[config.mk]
export PLATFORM = sky130hd
export DESIGN_NAME = memcopy_top
export DESIGN_NICKNAME = d
export VERILOG_FILES = /design/src/rtl/memcopy_pkg.sv /design/src/rtl/memcopy_regs.sv /design/src/rtl/memcopy_reader.sv /design/src/rtl/memcopy_buffer.sv /design/src/rtl/memcopy_writer.sv /design/src/rtl/memcopy_top.sv
export SDC_FILE = /design/constraint.sdc
export NUM_CORES = 1
export LEC_CHECK = 0
export BUFFER_PORTS_ARGS = -buffer_cell sky130_fd_sc_hd__buf_2
export CORE_MARGIN = 10
export CORE_UTILIZATION = 58
export DETAILED_ROUTE_END_ITERATION = 6
export GPL_TIMING_DRIVEN = 1
export PLACE_DENSITY = 0.9
export SLEW_MARGIN = 20
export SYNTH_ARGS = -nofsm -noshare
export SYNTH_HDL_FRONTEND = slang
export SYNTH_HIERARCHICAL = 1
export SYNTH_SLANG_ARGS = --single-unit
[constraint.sdc]
create_clock -name clk_i -period 2.9 [get_ports clk_i]
set_input_delay 0.29 -clock clk_i [delete_from_list [all_inputs] [get_ports clk_i]]
set_output_delay 0.29 -clock clk_i [all_outputs]
set_load 0.05 [all_outputs]
[src/rtl/memcopy_pkg.sv]
/* Widths, register map and buffer sizing shared by the memcopy RTL.
   Modules import it inside their bodies and use scoped names in port lists. */
package memcopy_pkg;

  // Bus widths
  localparam int ADDR_W = 32;
  localparam int DATA_W = 32;

  // Word count per copy, up to 65535 words
  localparam int CNT_W = 16;

  // Word buffer, its depth is also the initial credit count
  localparam int BUF_DEPTH = 4;
  localparam int BUF_AW    = $clog2(BUF_DEPTH);

  // Credit and fill counters must reach BUF_DEPTH itself
  localparam int CRED_W = $clog2(BUF_DEPTH + 1);

  // Register port address width and word offsets
  localparam int REG_AW = 4;

  localparam logic [REG_AW-1:0] REG_SRC    = 4'h0;
  localparam logic [REG_AW-1:0] REG_DST    = 4'h4;
  localparam logic [REG_AW-1:0] REG_SIZE   = 4'h8;
  localparam logic [REG_AW-1:0] REG_STATUS = 4'hC;

  // Status register fields
  localparam int STATUS_BUSY_BIT = 0;
  localparam int STATUS_DONE_BIT = 1;

endpackage

[src/rtl/memcopy_regs.sv]
/* Register block of the memcopy peripheral. Holds the copy descriptor,
   launches a copy on a nonzero SIZE write and reports busy, done and interrupt. */
`timescale 1ns/1ps

module memcopy_regs (
  input  logic                           clk_i,
  input  logic                           rst_n_i,
  input  logic                           reg_valid_i,
  input  logic                           reg_write_i,
  input  logic [memcopy_pkg::REG_AW-1:0] reg_addr_i,
  input  logic [memcopy_pkg::DATA_W-1:0] reg_wdata_i,
  output logic                           reg_ready_o,
  output logic [memcopy_pkg::DATA_W-1:0] reg_rdata_o,
  input  logic                           wr_done_i,
  output logic                           start_o,
  output logic [memcopy_pkg::ADDR_W-1:0] src_o,
  output logic [memcopy_pkg::ADDR_W-1:0] dst_o,
  output logic [memcopy_pkg::CNT_W-1:0]  size_o,
  output logic                           intr_o
);
  import memcopy_pkg::*;

  logic              ready_q;
  logic              busy_q;
  logic              done_q;
  logic              intr_q;
  logic [ADDR_W-1:0] src_q;
  logic [ADDR_W-1:0] dst_q;
  logic [CNT_W-1:0]  size_q;
  logic              wr_en;
  logic [DATA_W-1:0] status_word;

  assign wr_en = reg_valid_i && ready_q && reg_write_i;

  // Nonzero count written while idle
  assign start_o = wr_en && !busy_q && (reg_addr_i == REG_SIZE) &&
                   (reg_wdata_i[CNT_W-1:0] != '0);

  assign reg_ready_o = ready_q;
  assign src_o       = src_q;
  assign dst_o       = dst_q;
  assign intr_o      = intr_q;

  // Engines load the count in the start cycle, before size_q updates
  assign size_o = start_o ? reg_wdata_i[CNT_W-1:0] : size_q;

  always_comb begin
    status_word = '0;
    status_word[STATUS_BUSY_BIT] = busy_q;
    status_word[STATUS_DONE_BIT] = done_q;
  end

  always_comb begin
    case (reg_addr_i)
      REG_SRC:    reg_rdata_o = src_q;
      REG_DST:    reg_rdata_o = dst_q;
      REG_SIZE:   reg_rdata_o = {{(DATA_W - CNT_W){1'b0}}, size_q};
      REG_STATUS: reg_rdata_o = status_word;
      default:    reg_rdata_o = '0;
    endcase
  end

  always_ff @(posedge clk_i or negedge rst_n_i) begin
    if (!rst_n_i) begin
      ready_q <= 1'b0;
      busy_q  <= 1'b0;
      done_q  <= 1'b0;
      intr_q  <= 1'b0;
      src_q   <= '0;
      dst_q   <= '0;
      size_q  <= '0;
    end else begin
      ready_q <= 1'b1;
      intr_q  <= wr_done_i;
      // Descriptor is frozen while a copy runs
      if (wr_en && !busy_q) begin
        case (reg_addr_i)
          REG_SRC:  src_q  <= reg_wdata_i[ADDR_W-1:0];
          REG_DST:  dst_q  <= reg_wdata_i[ADDR_W-1:0];
          REG_SIZE: size_q <= reg_wdata_i[CNT_W-1:0];
          default:  ;
        endcase
      end
      if (start_o) begin
        busy_q <= 1'b1;
        done_q <= 1'b0;
      end else if (wr_done_i) begin
        busy_q <= 1'b0;
        done_q <= 1'b1;
      end else if (wr_en && (reg_addr_i == REG_STATUS) && reg_wdata_i[STATUS_DONE_BIT]) begin
        // Write one to clear done
        done_q <= 1'b0;
      end
    end
  end

  // Writer completion only belongs to a running copy
  assert property (@(posedge clk_i) disable iff (!rst_n_i) wr_done_i |-> busy_q)
    else $error("memcopy_regs: write completion while idle");

endmodule

[src/rtl/memcopy_reader.sv]
/* Read engine of the memcopy peripheral. Walks the source range and issues
   one read per cycle while words remain and buffer credits are available. */
`timescale 1ns/1ps

module memcopy_reader (
  input  logic                           clk_i,
  input  logic                           rst_n_i,
  input  logic                           start_i,
  input  logic [memcopy_pkg::ADDR_W-1:0] src_i,
  input  logic [memcopy_pkg::CNT_W-1:0]  size_i,
  input  logic                           credit_i,
  output logic                           rd_req_o,
  output logic [memcopy_pkg::ADDR_W-1:0] rd_addr_o,
  input  logic                           rd_gnt_i
);
  import memcopy_pkg::*;

  logic [ADDR_W-1:0] addr_q;
  logic [CNT_W-1:0]  left_q;
  logic [CRED_W-1:0] credits_q;
  logic              accept;

  // Address and request only move on a grant
  assign rd_req_o  = (left_q != '0) && (credits_q != '0);
  assign rd_addr_o = addr_q;
  assign accept    = rd_req_o && rd_gnt_i;

  always_ff @(posedge clk_i or negedge rst_n_i) begin
    if (!rst_n_i) begin
      addr_q    <= '0;
      left_q    <= '0;
      credits_q <= CRED_W'(BUF_DEPTH);
    end else if (start_i) begin
      addr_q    <= src_i;
      left_q    <= size_i;
      credits_q <= CRED_W'(BUF_DEPTH);
    end else begin
      if (accept) begin
        addr_q <= addr_q + ADDR_W'(4);
        left_q <= left_q - 1'b1;
      end
      // Spend on an accepted read, refill on a returned credit
      case ({accept, credit_i})
        2'b10:   credits_q <= credits_q - 1'b1;
        2'b01:   credits_q <= credits_q + 1'b1;
        default: ;
      endcase
    end
  end

  // Returned credits never outnumber the buffer slots
  assert property (@(posedge clk_i) disable iff (!rst_n_i)
                   credits_q <= CRED_W'(BUF_DEPTH))
    else $error("memcopy_reader: credit count above buffer depth");

endmodule

[src/rtl/memcopy_buffer.sv]
/* Word FIFO between the read and write engines. Read data is pushed as it
   returns, the writer pops on grant and each pop sends one credit back. */
`timescale 1ns/1ps

module memcopy_buffer (
  input  logic                           clk_i,
  input  logic                           rst_n_i,
  input  logic                           push_i,
  input  logic [memcopy_pkg::DATA_W-1:0] push_data_i,
  input  logic                           pop_i,
  output logic [memcopy_pkg::DATA_W-1:0] head_o,
  output logic                           empty_o,
  output logic                           credit_o
);
  import memcopy_pkg::*;

  logic [DATA_W-1:0] mem_q [BUF_DEPTH];
  logic [BUF_AW-1:0] wr_ptr_q;
  logic [BUF_AW-1:0] rd_ptr_q;
  logic [CRED_W-1:0] count_q;
  logic              credit_q;
  logic              full;
  logic              do_pop;

  assign full     = (count_q == CRED_W'(BUF_DEPTH));
  assign empty_o  = (count_q == '0);
  assign head_o   = mem_q[rd_ptr_q];
  assign credit_o = credit_q;
  assign do_pop   = pop_i && !empty_o;

  always_ff @(posedge clk_i) begin
    if (push_i) begin
      mem_q[wr_ptr_q] <= push_data_i;
    end
  end

  // Depth is a power of two so the pointers wrap on their own
  always_ff @(posedge clk_i or negedge rst_n_i) begin
    if (!rst_n_i) begin
      wr_ptr_q <= '0;
      rd_ptr_q <= '0;
      count_q  <= '0;
      credit_q <= 1'b0;
    end else begin
      if (push_i) begin
        wr_ptr_q <= wr_ptr_q + 1'b1;
      end
      if (do_pop) begin
        rd_ptr_q <= rd_ptr_q + 1'b1;
      end
      case ({push_i, do_pop})
        2'b10:   count_q <= count_q + 1'b1;
        2'b01:   count_q <= count_q - 1'b1;
        default: ;
      endcase
      credit_q <= do_pop;
    end
  end

  // Reader credits must keep pushes within the free slots
  assert property (@(posedge clk_i) disable iff (!rst_n_i) push_i |-> !full)
    else $error("memcopy_buffer: push while full");

  assert property (@(posedge clk_i) disable iff (!rst_n_i) pop_i |-> !empty_o)
    else $error("memcopy_buffer: pop while empty");

endmodule

[src/rtl/memcopy_writer.sv]
/* Write engine of the memcopy peripheral. Drains buffered words to successive
   destination addresses and flags completion on the last write response. */
`timescale 1ns/1ps

module memcopy_writer (
  input  logic                           clk_i,
  input  logic                           rst_n_i,
  input  logic                           start_i,
  input  logic [memcopy_pkg::ADDR_W-1:0] dst_i,
  input  logic [memcopy_pkg::CNT_W-1:0]  size_i,
  input  logic                           empty_i,
  input  logic [memcopy_pkg::DATA_W-1:0] head_i,
  output logic                           pop_o,
  output logic                           wr_req_o,
  output logic [memcopy_pkg::ADDR_W-1:0] wr_addr_o,
  output logic [memcopy_pkg::DATA_W-1:0] wr_wdata_o,
  input  logic                           wr_gnt_i,
  input  logic                           wr_rvalid_i,
  output logic                           done_o
);
  import memcopy_pkg::*;

  logic [ADDR_W-1:0] addr_q;
  // Write responses still owed for this copy
  logic [CNT_W-1:0]  pending_q;
  logic              req_q;
  logic              accept;

  assign accept     = req_q && wr_gnt_i;
  assign pop_o      = accept;
  assign wr_req_o   = req_q;
  assign wr_addr_o  = addr_q;
  // Head stays put until the pop, so write data is stable under req
  assign wr_wdata_o = head_i;
  assign done_o     = wr_rvalid_i && (pending_q == CNT_W'(1));

  always_ff @(posedge clk_i or negedge rst_n_i) begin
    if (!rst_n_i) begin
      addr_q    <= '0;
      pending_q <= '0;
      req_q     <= 1'b0;
    end else begin
      if (start_i) begin
        addr_q    <= dst_i;
        pending_q <= size_i;
      end else begin
        if (accept) begin
          addr_q <= addr_q + ADDR_W'(4);
        end
        if (wr_rvalid_i) begin
          pending_q <= pending_q - 1'b1;
        end
      end
      // Request the cycle after a word is seen, drop on grant
      if (accept) begin
        req_q <= 1'b0;
      end else if (!req_q && !empty_i) begin
        req_q <= 1'b1;
      end
    end
  end

endmodule

[src/rtl/memcopy_top.sv]
/* Top level of the memcopy peripheral. Wires the register block, read
   engine, word buffer and write engine between the host and memory ports. */
`timescale 1ns/1ps

module memcopy_top (
  input  logic                           clk_i,
  input  logic                           rst_n_i,
  // Host register port
  input  logic                           reg_valid_i,
  input  logic                           reg_write_i,
  input  logic [memcopy_pkg::REG_AW-1:0] reg_addr_i,
  input  logic [memcopy_pkg::DATA_W-1:0] reg_wdata_i,
  output logic                           reg_ready_o,
  output logic [memcopy_pkg::DATA_W-1:0] reg_rdata_o,
  // Source read port
  output logic                           rd_req_o,
  output logic [memcopy_pkg::ADDR_W-1:0] rd_addr_o,
  input  logic                           rd_gnt_i,
  input  logic                           rd_rvalid_i,
  input  logic [memcopy_pkg::DATA_W-1:0] rd_rdata_i,
  // Destination write port
  output logic                           wr_req_o,
  output logic [memcopy_pkg::ADDR_W-1:0] wr_addr_o,
  output logic [memcopy_pkg::DATA_W-1:0] wr_wdata_o,
  input  logic                           wr_gnt_i,
  input  logic                           wr_rvalid_i,
  output logic                           intr_o
);
  import memcopy_pkg::*;

  logic              start;
  logic [ADDR_W-1:0] src;
  logic [ADDR_W-1:0] dst;
  logic [CNT_W-1:0]  size;
  logic              wr_done;
  logic              credit;
  logic              buf_empty;
  logic [DATA_W-1:0] buf_head;
  logic              buf_pop;

  memcopy_regs u_regs (
    .clk_i       (clk_i),
    .rst_n_i     (rst_n_i),
    .reg_valid_i (reg_valid_i),
    .reg_write_i (reg_write_i),
    .reg_addr_i  (reg_addr_i),
    .reg_wdata_i (reg_wdata_i),
    .reg_ready_o (reg_ready_o),
    .reg_rdata_o (reg_rdata_o),
    .wr_done_i   (wr_done),
    .start_o     (start),
    .src_o       (src),
    .dst_o       (dst),
    .size_o      (size),
    .intr_o      (intr_o)
  );

  memcopy_reader u_reader (
    .clk_i     (clk_i),
    .rst_n_i   (rst_n_i),
    .start_i   (start),
    .src_i     (src),
    .size_i    (size),
    .credit_i  (credit),
    .rd_req_o  (rd_req_o),
    .rd_addr_o (rd_addr_o),
    .rd_gnt_i  (rd_gnt_i)
  );

  // Read responses land straight in the buffer
  memcopy_buffer u_buffer (
    .clk_i       (clk_i),
    .rst_n_i     (rst_n_i),
    .push_i      (rd_rvalid_i),
    .push_data_i (rd_rdata_i),
    .pop_i       (buf_pop),
    .head_o      (buf_head),
    .empty_o     (buf_empty),
    .credit_o    (credit)
  );

  memcopy_writer u_writer (
    .clk_i       (clk_i),
    .rst_n_i     (rst_n_i),
    .start_i     (start),
    .dst_i       (dst),
    .size_i      (size),
    .empty_i     (buf_empty),
    .head_i      (buf_head),
    .pop_o       (buf_pop),
    .wr_req_o    (wr_req_o),
    .wr_addr_o   (wr_addr_o),
    .wr_wdata_o  (wr_wdata_o),
    .wr_gnt_i    (wr_gnt_i),
    .wr_rvalid_i (wr_rvalid_i),
    .done_o      (wr_done)
  );

endmodule

==> PnR_summary.wiki, run 1 <==
{| class="wikitable"
! Metric !! Value
|-
| Detailed-routing iteration count for the pre-antenna-repair pass || 6
|-
| Width of the die || approximately 180 µm
|-
| CTS H-Tree Depth || 2
|-
| Cell depth of the worst hold path || 1
|-
| Fraction of synthesis flops using an asynchronous set or reset pin || 60.00%
|-
| Setup tns final || 0 ns
|-
| Crit end category || output port
|-
| MaxCap Viol Count || 0
|-
| Final hold vios || 0
|-
| Yosys Warn Count || 6
|-
| Setup slack of the most critical reg-to-reg path || 0.37 ns
|-
| Primary flip-flop cell chosen by synthesis mapping || dfrtp_1
|-
| Cells after Synth || 1174
|-
| Final Critical Period || 2.730 ns
|-
| Share of cells above drive strength 1 || 31.23%
|-
| Core region area || 0.02591 mm²
|-
| Maximum operating frequency || around 0.37 GHz
|-
| Deepest clock path buffer count || 3
|-
| Residual DRC || 0
|-
| Transition time of the tightest slew-check pin || 0.7430 ns
|-
| Number of port buffers || 207
|-
| Run status || complete, no violations
|-
| Largest net degree at the start of global routing || 75
|-
| Count of unique library cells instantiated by Yosys || 74
|-
| GRT Resource Usage Total || 24.38%
|-
| Total number of vias || 10862
|-
| Number of global-route vias before repair || 11074
|-
| Clock Skew || 0.01863 ns
|-
| Clock Tree Root || clkbuf_16
|-
| Critical path launch point type || register
|-
| Count of boundary I/O pins || 208
|-
| Count of nets after finishing || 1474
|-
| Antenna Diode Count || 0
|-
| Syn avg cell area || 12.94 µm²
|-
| Synth top area cells || dfrtp_1 31%, edfxtp_1 25%, mux2_2 7.0%
|-
| Wire length of the first global-routing pass || ~64 mm
|-
| Routed length per instance || 23.77 µm
|-
| RSZ-0062 raised after global routing || no
|-
| Final Setup Violations || 0
|-
| Post-Synthesis Cell Area || 0.01519 mm²
|-
| Share of the synthesized area in the top cell type || 31.47%
|-
| Total congestion overflow || 0
|-
| Drt first-iter violations || roughly 1400
|-
| Clock buffers created by TritonCTS || 34
|-
| Most common library cell in the layout ignoring fill and taps || buf_2
|-
| Number of fill cells in the layout || 1686
|-
| Source of the worst hold timing path || rd_rdata_i[16]
|-
| Hold endpoint || u_buffer/mem_q[0][16]
|-
| Insertion delay of the later-clocked pin in the worst-skew pair || between 0.5 and 0.6 ns
|-
| Antenna violations before repair || 0
|-
| Initial core utilization || 58.62%
|-
| Routed vias/inst || between 6 and 7
|-
| Overall power consumption || 0.01594 W
|-
| Sequential fraction of the synthesis area || 56.94%
|-
| R2r startpoint || u_reader/left_q[0]
|-
| Total count of max-transition violations in the final report || 0
|-
| Final HPWL from detailed placement || ~28 mm
|-
| Syn Nets || roughly 1300
|-
| Critical register-to-register path endpoint || u_reader/rd_addr_o[15]
|-
| Die Footprint || approximately 0.033 mm²
|-
| R2R depth || 8
|-
| TritonCTS clock tree || done
|-
| Sink count of the clock tree || 320
|-
| Total detailed-routing wirelength || 41.46 mm
|-
| Remaining antenna violation count || 0
|-
| Count of flip-flops with a built-in enable after synthesis || 128
|-
| Max IR drop VDD || 0.0009773 V
|-
| Required time of the worst setup path || 2.61 ns
|-
| Most frequent cells in the layout || 206 x buf_2, 190 x dfrtp_1, 128 x edfxtp_1, 103 x nand2_1, 94 x mux2_2
|-
| Static leakage || roughly 7.5 nW
|-
| Height of the chip || between 150 and 200 µm
|-
| Endpoint arrival time on the critical path || 2.44 ns
|-
| Routability congestion estimate from global placement || between 0.9 and 1
|-
| Max FO, Critical Path || 26
|-
| P per Cell Area || 901.3 mW/mm²
|-
| Share of the cycle needed by the critical path after routing || 94.13%
|-
| Cell type with the highest aggregate area in the netlist || dfrtp_1
|-
| Buffers inserted by post-CTS timing repair || 0
|-
| Number of cell rows || 59
|-
| Worst min-delay path category || primary input to register
|-
| Clock slew at reported path FFs || 0.06 ns
|-
| Synthesis-to-finish area growth || 16.47%
|-
| Critical path class || register to output port
|-
| Synth Register Bits || 320
|-
| Worst-case headroom to the max-slew limit || 50.36%
|}
registers in the layout, summed over array words and instances, names as in the netlist, 2 cells and up:
| name | count |
|---|---|
| u_reader/rd_addr_o | 32 |
| u_regs/size_q | 16 |
| u_reader/left_q | 16 |
| u_buffer/count_q | 3 |
| u_buffer/mem_q | 128 |
| u_regs/dst_o | 32 |
| u_writer/wr_addr_o | 32 |
| u_regs/src_o | 32 |
| u_buffer/wr_ptr_q | 2 |
| u_reader/credits_q | 3 |
| u_writer/pending_q | 16 |
| u_buffer/rd_ptr_q | 2 |
worst max path at each step:
stage                            end          startpoint  cells after the start  slack [ns]
2_1_floorplan  u_reader/credits_q[0]  u_regs/reg_ready_o                     10        0.03
3_3_place_gp      u_reader/left_q[6]       reg_addr_i[1]                      7        0.37
3_5_place_dp      u_reader/left_q[6]       reg_addr_i[1]                      7        0.34
4_1_cts                     rd_req_o  u_reader/left_q[0]                      7        0.08
5_1_grt                     rd_req_o  u_reader/left_q[0]                      7        0.06
6_report                    rd_req_o  u_reader/left_q[0]                      7        0.17
critical path, stage by stage, from the launching register on:
cell and delay, ns:
dfrtp_1 0.39, inv_1 0.10, ha_1 0.18, or3b_2 0.53, nor2_4 0.14, buf_6 0.25, a21oi_1 0.11, buf_2 0.23
layout make-up:
type	instances	area (µm²)	area share, %
clock inverter	13	140.1	0.7921
clock buffer	46	937.1	5.297
sequential	320	8651	48.90
timing repair buffer	268	1614	9.124
tap	335	419.2	2.369
inverter	22	82.58	0.4668
multi-input combinational	740	5847	33.05
per-layer routing:
metal | track usage [%] | part of all wire [%] | up-vias
li1 | - | - | 4713
met1 | 30.60 | 38 | 5413
met2 | 41.13 | 50 | 603
met3 | 3.857 | 7.2 | 133
met4 | 10.38 | 4.3 | 0
met5 | 0 | 0 | -
synthesized netlist by cell type (all sizes together), types with 3 or more instances:
cell and n:
dfrtp 191, edfxtp 128, nand2 104, mux2 95
o21ai 83, buf 64, nor2 60, xnor2 42
mux4 34, xor2 34, nand3 31, a22o 30
clkbuf 28, nand4 23, a21oi 22, inv 21
mux2i 20, nor3 16, and3 15, a31oi 14
or3 14, a211oi 12, ha 10, a2111oi 9
nor2b 9, and2 8, and4 8, nor4 7
nor3b 6, or4 5, nand3b 3, o31a 3
o31ai 3
cells by family after synthesis:
logic type	after synthesis	share of synthesized area [%]
AND/OR/NAND/NOR	315	11.45
flip-flops	320	56.94
XOR/XNOR	76	4.382
AO/OA/AOI/OAI	187	7.941
buffers and inverters	114	4.671
multiplexers	149	13.50
other	1	0.02469
adder cells (fa/ha/maj)	12	1.087
where the power goes:
group	internal, W	switching [W]
Combinational	0.00172	0.00346
Clock	0.00246	0.00175
Sequential	0.00569	0.000867
metrics by stage:
step	utilization, %	cell area, µm²	hold slack [ns]	instances	worst slack (ns)
2_1_floorplan	-	15190	-0.005591	1174	0.03272
5_1_grt	68.27	17690	0.005924	1744	0.06495
4_1_cts	68.26	17690	0.000001082	1744	0.07711
3_5_place_dp	63.02	16330	0.3590	1657	0.3350
3_3_place_gp	63.02	16330	0.3476	1657	0.3743
6_report	68.27	17690	0.008062	1744	0.1703
timing repair:
action | in CTS | in global routing
setup endpoints to repair | 0 | 1
endpoints found under the hold margin | 161 | 0
resized for setup | 0 | 1
hold buffers | 28 | 0
(Power assumes the default switching activity.)
==> inputs of run 2 (changes only) <==
--- a/config.mk
+++ b/config.mk
@@ -6,8 +6,10 @@
 export NUM_CORES = 1
 export LEC_CHECK = 0
 export BUFFER_PORTS_ARGS = -buffer_cell sky130_fd_sc_hd__buf_2
+export CELL_PAD_IN_SITES_DETAIL_PLACEMENT = 1
+export CELL_PAD_IN_SITES_GLOBAL_PLACEMENT = 1
 export CORE_MARGIN = 10
-export CORE_UTILIZATION = 58
+export CORE_UTILIZATION = 47
 export DETAILED_ROUTE_END_ITERATION = 6
 export GPL_TIMING_DRIVEN = 1
 export PLACE_DENSITY = 0.9
==> constraint.sdc (replaced) <==
create_clock -name clk_i -period 2.9 [get_ports clk_i]
set_input_delay 0.29 -clock clk_i [delete_from_list [all_inputs] [get_ports clk_i]]
set_output_delay 0.29 -clock clk_i [all_outputs]
set_load 0.02 [all_outputs]
==> run 2 against run 1 <==
  * Sequential cell count is the same
  * Sequential power grew 0.6%
  * Routed wire length grew 17%
  * Highest routed layer unchanged
  * Cell area grew 1.2%
  * Power shrank 3.3%
  * Via count grew 0.95%
  * Non-clock buffer count grew 4
  * Critical path type unchanged
  * Global-route usage shrank 0.50 points
==> PnR_summary.wiki, run 2 (synthesis gave the netlist of run 1 again) <==
{| class="wikitable"
! Metric !! Value
|-
| Cell depth of the worst hold path || 1
|-
| Number of cell rows || 65
|-
| Final HPWL from detailed placement || 32.63 mm
|-
| Number of flip-flops under the largest register name || 128
|-
| Max IR drop VDD || 0.0005373 V
|-
| Setup slack of the most critical reg-to-reg path || around 0.14 ns
|-
| Core region area || approximately 0.032 mm²
|-
| Critical path class || register to output port
|-
| R2R depth || 8
|-
| Height of the chip || approximately 200 µm
|-
| Endpoint arrival time on the critical path || 2.52 ns
|-
| Most common library cell in the layout ignoring fill and taps || buf_2
|-
| Critical path launch point type || register
|-
| Setup tns final || 0 ns
|-
| Routed vias/inst || 6.018
|-
| Final Setup Violations || 0
|-
| Max FO, Critical Path || 26
|-
| Area occupied by multi-input gates || 0.005847 mm²
|-
| Total number of vias || 10965
|-
| Buffers inserted by post-CTS timing repair || 0
|-
| Total count of max-transition violations in the final report || 0
|-
| Remaining antenna violation count || 0
|-
| Drt first-iter violations || 873
|-
| Cell total after placement || roughly 1700
|-
| Clock Tree Root || clkbuf_16
|-
| P per Cell Area || ~860 mW/mm²
|-
| Required time of the worst setup path || 2.61 ns
|-
| Crit end category || output port
|-
| Final cell count without fillers || 1822
|-
| Number of port buffers || 207
|-
| Final Critical Period || between 2 and 3 ns
|-
| Most frequent cells in the layout || 206 x buf_2, 190 x dfrtp_1, 128 x edfxtp_1, 103 x nand2_1, 94 x mux2_2
|-
| RSZ-0062 raised after global routing || no
|-
| Final hold vios || 0
|-
| MaxCap Viol Count || 0
|-
| Clock Skew || 0.007605 ns
|-
| Width of the die || around 200 µm
|-
| Insertion delay of the later-clocked pin in the worst-skew pair || 0.52 ns
|-
| Wire length of the first global-routing pass || 73.72 mm
|-
| Maximum operating frequency || 0.3555 GHz
|-
| Static leakage || 7.541 nW
|-
| Count of boundary I/O pins || 208
|-
| Detailed-routing iteration count for the pre-antenna-repair pass || 5
|-
| Synthesis-to-finish area growth || 17.87%
|-
| Register containing the most flip-flops in the final layout || u_buffer/mem_q
|-
| Clock slew at reported path FFs || around 0.060 ns
|-
| Total detailed-routing wirelength || approximately 49 mm
|-
| CTS H-Tree Depth || 2
|-
| Count of nets after finishing || 1480
|-
| Worst-case headroom to the max-slew limit || 42.36%
|-
| GRT Resource Usage Total || 23.88%
|-
| Largest net degree at the start of global routing || just under 80
|-
| Die Footprint || 0.03991 mm²
|-
| Routability congestion estimate from global placement || 0.8663
|-
| Initial core utilization || 47.89%
|-
| Number of global-route vias before repair || 11930
|-
| Clock buffers created by TritonCTS || 36
|-
| Worst-case hold slack || ~0.015 ns
|-
| Total congestion overflow || 0
|-
| Sink count of the clock tree || 320
|-
| Run status || complete, no violations
|-
| Area of all sequential standard cells || 0.008651 mm²
|-
| Worst min-delay path category || primary input to register
|-
| TritonCTS clock tree || done
|-
| Number of fill cells in the layout || around 3200
|-
| Antenna Diode Count || 0
|-
| Deepest clock path buffer count || 3
|-
| Share of cells above drive strength 1 || between 30% and 40%
|-
| Routed length per instance || roughly 27 µm
|-
| Residual DRC || 0
|-
| Share of the cycle needed by the critical path after routing || 96.99%
|-
| Share of the core filled with cells in the final layout || 56.45%
|-
| Transition time of the tightest slew-check pin || between 0.8 and 0.9 ns
|-
| Antenna violations before repair || 0
|}
==> run 2: changes by cell type in the layout (fill, tap and decap cells not counted), sizes merged <==
cell | before | now
bufinv | 2 | 3
buf | 239 | 243
clkbuf | 47 | 48
clkinv | 10 | 13
inv | 21 | 23
==> run 2: routing by layer <==
layer | track usage (%) | routed length (µm) | up-vias
li1 | - | - | 4743
met1 | 29.58 | 19060 | 5678
met2 | 41.33 | 24790 | 450
met3 | 4.538 | 3246 | 94
met4 | 7.740 | 1425 | 0
met5 | 0 | 0 | -
==> run 2: final timing paths <==
check,to,start
setup / recovery,rd_req_o,u_reader/left_q[0]
hold / removal,u_buffer/mem_q[3][2],rd_rdata_i[2]
setup reg to reg,u_reader/rd_addr_o[29],u_reader/left_q[0]
hold reg to reg,u_buffer/rd_ptr_q[1],u_buffer/rd_ptr_q[1]
max in group asynchronous,u_regs/dst_o[26],rst_n_i
min in group asynchronous,u_regs/reg_ready_o,rst_n_i
==> run 2: power by group <==
group / total (W) / leakage (nW) / switching, W / internal, W
Sequential: 0.00660 / 3.69 / 0.000905 / 0.00569
Clock: 0.00453 / 0.562 / 0.00189 / 0.00263
Combinational: 0.00430 / 3.29 / 0.00256 / 0.00174
Total: 0.0154 / 7.54 / 0.00536 / 0.0101
==> run 2: area by class of cell <==
class / instances / share of cell area [%]
inverters: 22 / 0.4612
flip-flops and latches: 320 / 48.32
well taps: 402 / 2.809
multi-input cells: 740 / 32.66
clock inverters: 19 / 1.104
repair buffers: 272 / 9.274
clock buffers: 47 / 5.374
==> run 2: through the flow <==
| step | worst slack, ns | total power (W) | cell area, µm² |
|---|---|---|---|
| after global placement | 0.3781 | 0.01053 | 16460 |
| after CTS | 0.05688 | 0.01539 | 17900 |
| after floorplan | 0.2898 | 0.009628 | 15190 |
| after detailed placement | 0.2949 | 0.01082 | 16460 |
| final | 0.08726 | 0.01542 | 17900 |
| after global routing | 0.02462 | 0.01608 | 17900 |
==> run 2: repair_timing <==
action | in CTS | in global routing
hold buffers | 28 | 0
gates resized for setup | 0 | 2
endpoints found under the hold margin | 182 | 0
endpoints found under the setup margin | 0 | 2
==> run 2: critical path, cell delays in order, from the launching register on <==
cell and delay (ns):
dfrtp_1 0.42, inv_1 0.14, ha_1 0.20, or3b_2 0.53, nor2_4 0.17, buf_8 0.23
a21oi_1 0.10, buf_2 0.19
